--- src/hw/dec_out_pkg.sv ---
package dec_out_pkg;

    // ==================================================
    // Decoded op type
    // ==================================================
    // Zero is the illegal code so a rejected word reads as all zeros
    typedef enum logic [6:0] {
        OP_ILLEGAL = 7'd0,
        OP_LUI, OP_AUIPC, OP_JAL, OP_JALR, OP_FENCE,
        OP_BEQ, OP_BNE, OP_BLT, OP_BGE, OP_BLTU, OP_BGEU,
        OP_LB, OP_LH, OP_LW, OP_LBU, OP_LHU,
        OP_SB, OP_SH, OP_SW,
        OP_ADDI, OP_SLTI, OP_SLTIU, OP_XORI, OP_ORI, OP_ANDI,
        OP_SLLI, OP_SRLI, OP_SRAI,
        OP_ADD, OP_SUB, OP_SLL, OP_SLT, OP_SLTU,
        OP_XOR, OP_SRL, OP_SRA, OP_OR, OP_AND,
        OP_MUL, OP_MULH, OP_MULHSU, OP_MULHU,      // M extension
        OP_DIV, OP_DIVU, OP_REM, OP_REMU,
        OP_ECALL, OP_EBREAK, OP_MRET, OP_WFI       // SYSTEM
    } op_type_e;

    // ==================================================
    // Immediate format class
    // ==================================================
    typedef enum logic [2:0] {
        FMT_NONE = 3'd0,    // No immediate as for SYSTEM
        FMT_R    = 3'd1,
        FMT_I    = 3'd2,
        FMT_S    = 3'd3,
        FMT_B    = 3'd4,
        FMT_U    = 3'd5,
        FMT_J    = 3'd6
    } imm_fmt_e;

endpackage

--- src/hw/rv_isa_pkg.sv ---
package rv_isa_pkg;

    // ==================================================
    // Widths
    // ==================================================
    localparam int ILEN  = 32;
    localparam int XLEN  = 32;
    localparam int REG_W = 5;

    // ==================================================
    // Field positions in the 32-bit word
    // ==================================================
    localparam int OPC_LSB = 0;
    localparam int OPC_W   = 7;
    localparam int RD_LSB  = 7;
    localparam int F3_LSB  = 12;
    localparam int F3_W    = 3;
    localparam int RS1_LSB = 15;
    localparam int RS2_LSB = 20;
    localparam int F7_LSB  = 25;
    localparam int F7_W    = 7;

    // ==================================================
    // Opcodes of the kept set
    // ==================================================
    localparam logic [OPC_W-1:0] OPC_BRANCH = 7'b1100011;
    localparam logic [OPC_W-1:0] OPC_LOAD   = 7'b0000011;
    localparam logic [OPC_W-1:0] OPC_STORE  = 7'b0100011;
    localparam logic [OPC_W-1:0] OPC_OP_IMM = 7'b0010011;
    localparam logic [OPC_W-1:0] OPC_OP     = 7'b0110011;
    localparam logic [OPC_W-1:0] OPC_SYSTEM = 7'b1110011;
    localparam logic [OPC_W-1:0] OPC_LUI    = 7'b0110111;
    localparam logic [OPC_W-1:0] OPC_AUIPC  = 7'b0010111;
    localparam logic [OPC_W-1:0] OPC_JAL    = 7'b1101111;
    localparam logic [OPC_W-1:0] OPC_JALR   = 7'b1100111;
    localparam logic [OPC_W-1:0] OPC_FENCE  = 7'b0001111;

    localparam logic [F7_W-1:0] F7_BASE   = 7'b0000000;
    localparam logic [F7_W-1:0] F7_ALT    = 7'b0100000; // SUB, SRA, SRAI
    localparam logic [F7_W-1:0] F7_MULDIV = 7'b0000001;

    // SYSTEM code sits in bits 31:20
    localparam logic [11:0] SYS_ECALL  = 12'h000;
    localparam logic [11:0] SYS_EBREAK = 12'h001;
    localparam logic [11:0] SYS_MRET   = 12'h302;
    localparam logic [11:0] SYS_WFI    = 12'h105;

    typedef logic [ILEN-1:0]  instr_t;
    typedef logic [REG_W-1:0] reg_idx_t;
    typedef logic [XLEN-1:0]  xlen_t;

endpackage
--- src/hw/rv_decoder_top.sv ---
`timescale 1ns/100ps

module rv_decoder_top (
    input  logic                  clk_i,
    input  logic                  rst_i,
    input  logic                  stb_i,
    input  logic                  cyc_i,
    input  rv_isa_pkg::instr_t    instr_i,
    output dec_out_pkg::op_type_e instr_op_type_o,
    output rv_isa_pkg::reg_idx_t  instr_op_rd_o,
    output rv_isa_pkg::reg_idx_t  instr_op_rs1_o,
    output rv_isa_pkg::reg_idx_t  instr_op_rs2_o,
    output rv_isa_pkg::xlen_t     instr_op_imm_o,
    output logic                  instr_load_rs1_rs2_o,
    output logic                  ack_o,
    output logic                  err_o
);

    import rv_isa_pkg::*;
    import dec_out_pkg::*;

    logic             start;
    logic             s1_valid;
    logic [OPC_W-1:0] s1_opcode;
    logic [F3_W-1:0]  s1_funct3;
    logic [F7_W-1:0]  s1_funct7;
    reg_idx_t         s1_rd;
    reg_idx_t         s1_rs1;
    reg_idx_t         s1_rs2;
    imm_fmt_e         s1_fmt;
    instr_t           s1_raw;
    logic             s2_valid;
    logic             s2_err;

    rv_bus_resp u_rv_bus_resp (
        .clk_i      (clk_i),
        .rst_i      (rst_i),
        .stb_i      (stb_i),
        .cyc_i      (cyc_i),
        .s2_valid_i (s2_valid),
        .s2_err_i   (s2_err),
        .start_o    (start),
        .ack_o      (ack_o),
        .err_o      (err_o)
    );

    rv_field_split u_rv_field_split (
        .clk_i      (clk_i),
        .rst_i      (rst_i),
        .start_i    (start),
        .instr_i    (instr_i),
        .s1_valid_o (s1_valid),
        .opcode_o   (s1_opcode),
        .funct3_o   (s1_funct3),
        .funct7_o   (s1_funct7),
        .rd_o       (s1_rd),
        .rs1_o      (s1_rs1),
        .rs2_o      (s1_rs2),
        .fmt_o      (s1_fmt),
        .raw_o      (s1_raw)
    );

    rv_op_classify u_rv_op_classify (
        .clk_i      (clk_i),
        .rst_i      (rst_i),
        .s1_valid_i (s1_valid),
        .opcode_i   (s1_opcode),
        .funct3_i   (s1_funct3),
        .funct7_i   (s1_funct7),
        .rd_i       (s1_rd),
        .rs1_i      (s1_rs1),
        .rs2_i      (s1_rs2),
        .fmt_i      (s1_fmt),
        .raw_i      (s1_raw),
        .s2_valid_o (s2_valid),
        .s2_err_o   (s2_err),
        .op_type_o  (instr_op_type_o),
        .rd_o       (instr_op_rd_o),
        .rs1_o      (instr_op_rs1_o),
        .rs2_o      (instr_op_rs2_o),
        .imm_o      (instr_op_imm_o),
        .load_rs_o  (instr_load_rs1_rs2_o)
    );

endmodule

--- src/hw/rv_op_classify.sv ---
`timescale 1ns/100ps

module rv_op_classify (
    input  logic                         clk_i,
    input  logic                         rst_i,
    input  logic                         s1_valid_i,
    input  logic [rv_isa_pkg::OPC_W-1:0] opcode_i,
    input  logic [rv_isa_pkg::F3_W-1:0]  funct3_i,
    input  logic [rv_isa_pkg::F7_W-1:0]  funct7_i,
    input  rv_isa_pkg::reg_idx_t         rd_i,
    input  rv_isa_pkg::reg_idx_t         rs1_i,
    input  rv_isa_pkg::reg_idx_t         rs2_i,
    input  dec_out_pkg::imm_fmt_e        fmt_i,
    input  rv_isa_pkg::instr_t           raw_i,
    output logic                         s2_valid_o,
    output logic                         s2_err_o,
    output dec_out_pkg::op_type_e        op_type_o,
    output rv_isa_pkg::reg_idx_t         rd_o,
    output rv_isa_pkg::reg_idx_t         rs1_o,
    output rv_isa_pkg::reg_idx_t         rs2_o,
    output rv_isa_pkg::xlen_t            imm_o,
    output logic                         load_rs_o
);

    import rv_isa_pkg::*;
    import dec_out_pkg::*;

    op_type_e op_d;
    logic     use_rd;
    logic     use_rs1;
    logic     use_rs2;
    logic     legal;
    xlen_t    imm_w;

    rv_imm_gen u_rv_imm_gen (
        .raw_i (raw_i),
        .fmt_i (fmt_i),
        .imm_o (imm_w)
    );

    // ==================================================
    // Op type and register usage
    // ==================================================
    always_comb begin
        op_d    = OP_ILLEGAL;
        use_rd  = 1'b0;
        use_rs1 = 1'b0;
        use_rs2 = 1'b0;
        case (opcode_i)
            OPC_BRANCH: begin
                use_rs1 = 1'b1;
                use_rs2 = 1'b1;
                case (funct3_i)
                    3'b000:  op_d = OP_BEQ;
                    3'b001:  op_d = OP_BNE;
                    3'b100:  op_d = OP_BLT;
                    3'b101:  op_d = OP_BGE;
                    3'b110:  op_d = OP_BLTU;
                    3'b111:  op_d = OP_BGEU;
                    default: op_d = OP_ILLEGAL;
                endcase
            end
            OPC_LOAD: begin
                use_rd  = 1'b1;
                use_rs1 = 1'b1;
                case (funct3_i)
                    3'b000:  op_d = OP_LB;
                    3'b001:  op_d = OP_LH;
                    3'b010:  op_d = OP_LW;
                    3'b100:  op_d = OP_LBU;
                    3'b101:  op_d = OP_LHU;
                    default: op_d = OP_ILLEGAL;
                endcase
            end
            OPC_STORE: begin
                use_rs1 = 1'b1;
                use_rs2 = 1'b1;
                case (funct3_i)
                    3'b000:  op_d = OP_SB;
                    3'b001:  op_d = OP_SH;
                    3'b010:  op_d = OP_SW;
                    default: op_d = OP_ILLEGAL;
                endcase
            end
            OPC_OP_IMM: begin
                use_rd  = 1'b1;
                use_rs1 = 1'b1;
                case (funct3_i)
                    3'b000: op_d = OP_ADDI;
                    3'b010: op_d = OP_SLTI;
                    3'b011: op_d = OP_SLTIU;
                    3'b100: op_d = OP_XORI;
                    3'b110: op_d = OP_ORI;
                    3'b111: op_d = OP_ANDI;
                    3'b001: op_d = (funct7_i == F7_BASE) ? OP_SLLI : OP_ILLEGAL;
                    default: begin  // Right shifts
                        if (funct7_i == F7_BASE) begin
                            op_d = OP_SRLI;
                        end else if (funct7_i == F7_ALT) begin
                            op_d = OP_SRAI;
                        end
                    end
                endcase
            end
            OPC_OP: begin
                use_rd  = 1'b1;
                use_rs1 = 1'b1;
                use_rs2 = 1'b1;
                if (funct7_i == F7_BASE) begin
                    case (funct3_i)
                        3'b000: op_d = OP_ADD;
                        3'b001: op_d = OP_SLL;
                        3'b010: op_d = OP_SLT;
                        3'b011: op_d = OP_SLTU;
                        3'b100: op_d = OP_XOR;
                        3'b101: op_d = OP_SRL;
                        3'b110: op_d = OP_OR;
                        default: op_d = OP_AND;
                    endcase
                end else if (funct7_i == F7_MULDIV) begin
                    case (funct3_i)
                        3'b000: op_d = OP_MUL;
                        3'b001: op_d = OP_MULH;
                        3'b010: op_d = OP_MULHSU;
                        3'b011: op_d = OP_MULHU;
                        3'b100: op_d = OP_DIV;
                        3'b101: op_d = OP_DIVU;
                        3'b110: op_d = OP_REM;
                        default: op_d = OP_REMU;
                    endcase
                end else if (funct7_i == F7_ALT) begin
                    if (funct3_i == 3'b000) begin
                        op_d = OP_SUB;
                    end else if (funct3_i == 3'b101) begin
                        op_d = OP_SRA;
                    end
                end
            end
            OPC_LUI: begin
                use_rd = 1'b1;
                op_d   = OP_LUI;
            end
            OPC_AUIPC: begin
                use_rd = 1'b1;
                op_d   = OP_AUIPC;
            end
            OPC_JAL: begin
                use_rd = 1'b1;
                op_d   = OP_JAL;
            end
            OPC_JALR: begin
                use_rd  = 1'b1;
                use_rs1 = 1'b1;
                op_d    = (funct3_i == 3'b000) ? OP_JALR : OP_ILLEGAL;
            end
            OPC_FENCE: begin
                use_rd  = 1'b1;
                use_rs1 = 1'b1;
                op_d    = (funct3_i == 3'b000) ? OP_FENCE : OP_ILLEGAL;
            end
            OPC_SYSTEM: begin
                if (funct3_i == 3'b000) begin
                    // 12-bit code is funct7 and rs2 fields
                    case ({funct7_i, rs2_i})
                        SYS_ECALL:  op_d = OP_ECALL;
                        SYS_EBREAK: op_d = OP_EBREAK;
                        SYS_MRET:   op_d = OP_MRET;
                        SYS_WFI:    op_d = OP_WFI;
                        default:    op_d = OP_ILLEGAL;
                    endcase
                end
            end
            default: op_d = OP_ILLEGAL;     // C, A, Zicsr and the rest
        endcase
    end

    assign legal = (op_d != OP_ILLEGAL);

    // ==================================================
    // Stage 2 registers
    // ==================================================
    always_ff @(posedge clk_i) begin
        if (rst_i) begin
            s2_valid_o <= 1'b0;
            s2_err_o   <= 1'b0;
            op_type_o  <= OP_ILLEGAL;
            rd_o       <= '0;
            rs1_o      <= '0;
            rs2_o      <= '0;
            imm_o      <= '0;
            load_rs_o  <= 1'b0;
        end else begin
            s2_valid_o <= s1_valid_i;
            s2_err_o   <= s1_valid_i & ~legal;
            if (s1_valid_i) begin
                op_type_o <= op_d;
                rd_o      <= (legal && use_rd) ? rd_i : '0;
                rs1_o     <= (legal && use_rs1) ? rs1_i : '0;
                rs2_o     <= (legal && use_rs2) ? rs2_i : '0;
                imm_o     <= legal ? imm_w : '0;
                load_rs_o <= legal & use_rs1;   // Any rs1 reader needs the regfile
            end
        end
    end

endmodule

--- src/hw/rv_imm_gen.sv ---
`timescale 1ns/100ps

module rv_imm_gen (
    input  rv_isa_pkg::instr_t    raw_i,
    input  dec_out_pkg::imm_fmt_e fmt_i,
    output rv_isa_pkg::xlen_t     imm_o
);

    import dec_out_pkg::*;

    always_comb begin
        case (fmt_i)
            FMT_I: begin
                imm_o = {{21{raw_i[31]}}, raw_i[30:20]};
            end
            FMT_S: begin
                imm_o = {{21{raw_i[31]}}, raw_i[30:25], raw_i[11:7]};
            end
            FMT_B: begin
                imm_o = {{20{raw_i[31]}}, raw_i[7], raw_i[30:25], raw_i[11:8], 1'b0};
            end
            FMT_U: begin
                imm_o = {raw_i[31:12], 12'b0};
            end
            // Standard J order imm[20|10:1|11|19:12]
            FMT_J: begin
                imm_o = {{12{raw_i[31]}}, raw_i[19:12], raw_i[20], raw_i[30:21], 1'b0};
            end
            default: begin
                imm_o = '0;     // R-type and no-operand forms
            end
        endcase
    end

endmodule

--- src/hw/rv_field_split.sv ---
`timescale 1ns/100ps

module rv_field_split (
    input  logic                         clk_i,
    input  logic                         rst_i,
    input  logic                         start_i,
    input  rv_isa_pkg::instr_t           instr_i,
    output logic                         s1_valid_o,
    output logic [rv_isa_pkg::OPC_W-1:0] opcode_o,
    output logic [rv_isa_pkg::F3_W-1:0]  funct3_o,
    output logic [rv_isa_pkg::F7_W-1:0]  funct7_o,
    output rv_isa_pkg::reg_idx_t         rd_o,
    output rv_isa_pkg::reg_idx_t         rs1_o,
    output rv_isa_pkg::reg_idx_t         rs2_o,
    output dec_out_pkg::imm_fmt_e        fmt_o,
    output rv_isa_pkg::instr_t           raw_o
);

    import rv_isa_pkg::*;
    import dec_out_pkg::*;

    imm_fmt_e fmt_d;

    always_comb begin
        case (instr_i[OPC_LSB +: OPC_W])
            OPC_OP:                                     fmt_d = FMT_R;
            OPC_LOAD, OPC_OP_IMM, OPC_JALR, OPC_FENCE:  fmt_d = FMT_I;
            OPC_STORE:                                  fmt_d = FMT_S;
            OPC_BRANCH:                                 fmt_d = FMT_B;
            OPC_LUI, OPC_AUIPC:                         fmt_d = FMT_U;
            OPC_JAL:                                    fmt_d = FMT_J;
            default:                                    fmt_d = FMT_NONE;
        endcase
    end

    always_ff @(posedge clk_i) begin
        if (rst_i) begin
            s1_valid_o <= 1'b0;
        end else begin
            s1_valid_o <= start_i;  // One-cycle pulse
        end
    end

    always_ff @(posedge clk_i) begin
        if (start_i) begin
            opcode_o <= instr_i[OPC_LSB +: OPC_W];
            funct3_o <= instr_i[F3_LSB +: F3_W];
            funct7_o <= instr_i[F7_LSB +: F7_W];
            rd_o     <= instr_i[RD_LSB +: REG_W];
            rs1_o    <= instr_i[RS1_LSB +: REG_W];
            rs2_o    <= instr_i[RS2_LSB +: REG_W];
            fmt_o    <= fmt_d;
            raw_o    <= instr_i;    // Kept whole for the immediate
        end
    end

endmodule

--- src/hw/rv_bus_resp.sv ---
`timescale 1ns/100ps

module rv_bus_resp (
    input  logic clk_i,
    input  logic rst_i,
    input  logic stb_i,
    input  logic cyc_i,
    input  logic s2_valid_i,
    input  logic s2_err_i,
    output logic start_o,
    output logic ack_o,
    output logic err_o
);

    logic busy_q;   // Request in the pipe
    logic ack_q;
    logic err_q;

    // One request in flight and none while a strobe is held
    assign start_o = stb_i & cyc_i & ~busy_q & ~ack_q & ~err_q;

    always_ff @(posedge clk_i) begin
        if (rst_i) begin
            busy_q <= 1'b0;
            ack_q  <= 1'b0;
            err_q  <= 1'b0;
        end else begin
            if (start_o) begin
                busy_q <= 1'b1;
            end else if (s2_valid_i) begin
                busy_q <= 1'b0;
            end

            if (s2_valid_i) begin
                ack_q <= ~s2_err_i;
                err_q <= s2_err_i;
            end else begin
                ack_q <= ack_q & stb_i;     // Drop once master lets go
                err_q <= err_q & stb_i;
            end
        end
    end

    assign ack_o = ack_q & stb_i;   // Falls in the same cycle as stb_i
    assign err_o = err_q & stb_i;

endmodule

--- config.mk ---
export PLATFORM = sky130hd
export DESIGN_NAME = rv_decoder_top
export DESIGN_NICKNAME = d
export VERILOG_FILES = /design/src/hw/dec_out_pkg.sv /design/src/hw/rv_isa_pkg.sv /design/src/hw/rv_decoder_top.sv /design/src/hw/rv_op_classify.sv /design/src/hw/rv_imm_gen.sv /design/src/hw/rv_field_split.sv /design/src/hw/rv_bus_resp.sv
export SDC_FILE = /design/constraint.sdc
export NUM_CORES = 1
export LEC_CHECK = 0
export BUFFER_PORTS_ARGS = -buffer_cell sky130_fd_sc_hd__buf_2
export CORE_MARGIN = 2
export CORE_UTILIZATION = 54
export CTS_CLUSTER_SIZE = 25
export DETAILED_ROUTE_END_ITERATION = 8
export MAX_ROUTING_LAYER = met4
export PLACE_DENSITY = 0.75
export SLEW_MARGIN = 15
export SYNTH_ARGS = -nofsm -noshare
export SYNTH_HDL_FRONTEND = slang
export SYNTH_SLANG_ARGS = --single-unit
--- constraint.sdc ---
create_clock -name clk_i -period 7 [get_ports clk_i]
set_input_delay 0 -clock clk_i [delete_from_list [all_inputs] [get_ports clk_i]]
set_output_delay 0 -clock clk_i [all_outputs]
set_load 0.05 [all_outputs]
==> reports/summary.txt <==
Outcome -> finished, final reports clean
Antenna violations before repair -> 0
Primary FF master, synth -> dfxtp_1
Hold Path Class -> primary input to register
Max_slew headroom -> 0.291
Synth async-reset ratio -> 0
R2R Path End -> u_rv_op_classify.rs1_o[0]$_SDFFE_PP0P_
Total GRT Usage -> 0.278
Slowest-stage cell, CP -> or3_1
Inserted Diodes -> 0
Final ANT Viol Nets -> 0
Nets -> 655
Die height -> 96.7 um
Peak supply drop -> 0.208 mV
Starting Density -> 0.562
Setup crit end -> u_rv_op_classify.rs1_o[0]$_SDFFE_PP0P_
Layout cell share with drive strength beyond 1 -> 0.192
TritonCTS Buffers -> 9
Vias in the first global route -> 4187
Synth Area per Inst -> 9.01 um^2
Final setup violation count -> 0
TritonCTS Sinks -> 95
Pwr per Cell Area -> 190 nW/um^2
Pre-Repair DR Iteration Count -> 5
R2R Setup Slk -> 3.75 ns
Grt ovf -> 0
Max Transition Viols Final -> 0
Worst skew pair latency -> 0.37 ns
Slowest stage delay, CP -> 0.49 ns
Die ar. -> 9350 um^2
Mapped Cells -> 515
Hold Path Depth -> 4
Tightest Pin Transition -> 1.06 ns
Commonest non-fill, non-tap cell in the layout -> buf_2
Dominant cells by area after synthesis -> dfxtp_1, edfxtp_1, nand2_1
RR Startpoint -> u_rv_field_split.raw_o[12]$_DFFE_PP_
Crit path kind -> register to register
Maximum number of pins on one net before global-route repair -> 50
Core area -> 8260 um^2
Most frequent cells in the layout -> buf_2, nand2_1, dfxtp_1
Fin. Hold Viols -> 0
DRC errors left -> 0
H-tree Lvls -> 3
CTS tree -> built
Critical Path End Type -> register
Via-to-Cell Ratio -> 6.02
Final Wtd Congestion -> 0.960
Die width -> 96.7 um
Clock tree buffer depth -> 2
Setup bufs post-CTS -> 0
#FFs+latches synth -> 95
First-pass GRT wire length -> 20700 um
Number of synthesized flops with an enable pin -> 35
Number of port buffers -> 91
Cell taking the most area after synthesis -> dfxtp_1
Max FO, Critical Path -> 49
Worst setup SP type -> register
Setup_tns -> 0 ns
Min Tclk post-route -> 3.25 ns
Max Cap Viol -> 0
Synth warn -> 0
Power Total -> 1070 uW
Worst path required time -> 7.23 ns
Routed vias -> 4364
Library cells used by synthesis -> 63
Worst-path cell chain -> inv_1 -> ha_1 -> or3_1 -> a211oi_2 -> and4bb_1 -> nor3_1 -> o311ai_0 -> nor3_4 -> buf_4 -> o21ai_0
Final HPWL DP -> 8700 um
Boundary Pins -> 93
Post-Syn Area -> 4640 um^2
Final critical-path share of the clock period -> 0.464
CTS Root Cell -> clkbuf_8
Row Count -> 33
Arrival time worst endpoint -> 3.49 ns
Mapped Nets -> 555
Fmax -> 308 MHz
Share of the synthesized area in the top cell type -> 0.259
RSZ-0062 raised after global routing -> no
WL/cell -> 17.7 um
P&R area growth vs syn -> 21.0%
Fin Clk Skew -> 0.0131 ns
Seq/Total Area, Yosys -> 0.485
Crit path launch -> u_rv_field_split.raw_o[12]$_DFFE_PP_
Final wirelength -> 12800 um
Leakage -> 0.00215 uW
FF-to-FF path depth -> 10
Initial DRC count -> 306
Filler cell count in the final layout -> 668
CTS clk-pin slew, worst paths -> 0.10 ns
[worst max-delay path, delay by kind of cell (launching register included)]
kind                     cells  cell delay, ns
AND/OR/NAND/NOR              4            1.09
AO/OA/AOI/OAI                3            0.69
buffers and inverters        2            0.52
flip-flops                   1            0.42
adder cells (fa/ha/maj)      1            0.37
[sequential cells by signal (all words and copies together), names as in the netlist]
signal,flops
u_rv_op_classify.rs1_o,5
u_rv_op_classify.load_rs_o,1
u_rv_bus_resp.busy_q,1
u_rv_bus_resp.err_q,1
u_rv_op_classify.rs2_o,5
u_rv_field_split.fmt_o,3
u_rv_field_split.s1_valid_o,1
u_rv_op_classify.op_type_o,6
u_rv_op_classify.imm_o,32
u_rv_field_split.funct7_o,1
u_rv_field_split.raw_o,31
u_rv_bus_resp.ack_q,1
u_rv_op_classify.s2_err_o,1
u_rv_op_classify.s2_valid_o,1
u_rv_op_classify.rd_o,5
[worst min path at each step]
stage	endpoint	slack, ns	startpoint
floorplan	u_rv_field_split.funct7_o[6]$_DFFE_PP_	0.1	instr_i[31]
global placement	u_rv_field_split.raw_o[24]$_DFFE_PP_	0.18	instr_i[24]
detailed placement	u_rv_field_split.raw_o[28]$_DFFE_PP_	0.18	instr_i[28]
CTS	u_rv_bus_resp.busy_q$_SDFFE_PP0P_	0.03	cyc_i
global route	u_rv_bus_resp.err_q$_SDFF_PP0_	0.07	stb_i
finish	u_rv_bus_resp.busy_q$_SDFFE_PP0P_	0.04	cyc_i
[repair_timing]
item | CTS | global route
hold buffers | 34 | 0
endpoints found under the hold margin | 43 | 0
gates resized for setup | 0 | 0
[Yosys cell counts (8+ instances only)]
master	n
nor2_1	36
clkbuf_1	24
o21ai_0	35
o31ai_1	25
nand2_1	69
nor2b_1	8
a21oi_1	35
edfxtp_1	35
buf_2	11
dfxtp_1	60
o211ai_1	9
nand3_1	32
nor3_1	11
[per-stage QoR]
stage / cells / hold slack (ns) / worst slack [ns] / utilization / instance area [um^2]
final: 725 / 0.0360 / 3.75 / 0.680 / 5620
after CTS: 725 / 0.0299 / 3.79 / 0.680 / 5620
after detailed placement: 675 / 0.178 / 3.79 / 0.616 / 5090
after floorplan: 515 / 0.0989 / 4.39 / - / 4640
after global placement: 675 / 0.177 / 3.89 / 0.616 / 5090
after global routing: 725 / 0.0702 / 3.46 / 0.680 / 5620
[where the power goes]
part / switching, uW / leakage (uW) / total [uW] / internal (uW)
Combinational: 66.0 / 0.00124 / 111 / 45.0
Clock: 210 / 0.0000961 / 348 / 138
Sequential: 21.6 / 0.000810 / 608 / 587
[area by class of cell]
cell class / instances / area, um^2 / share of cell area
clock buffer: 9 / 124 / 0.0221
multi-input combinational: 375 / 2210 / 0.393
sequential: 95 / 2250 / 0.401
tap: 105 / 131 / 0.0234
timing repair buffer: 128 / 818 / 0.146
clock inverter: 7 / 61.3 / 0.0109
inverter: 6 / 22.5 / 0.00401
[cell families after synthesis]
family                     synth area share
buffers and inverters                0.0437
xor gates and xnor gates            0.00378
muxes                                0.0154
adders and majority gates            0.0108
DFF                                   0.485
other                              0.000808
and+or+nand+nor                       0.239
AOI/OAI and AO/OA                     0.201
[per-layer routing]
layer	global-route usage	vias up	wire length [um]
met1	0.367	2033	5590
met3	0.0491	24	923
met5	-	-	0
met2	0.439	215	6020
li1	-	2092	-
met4	0.0910	0	290
No activity file was read; power rests on OpenSTA's default activity.
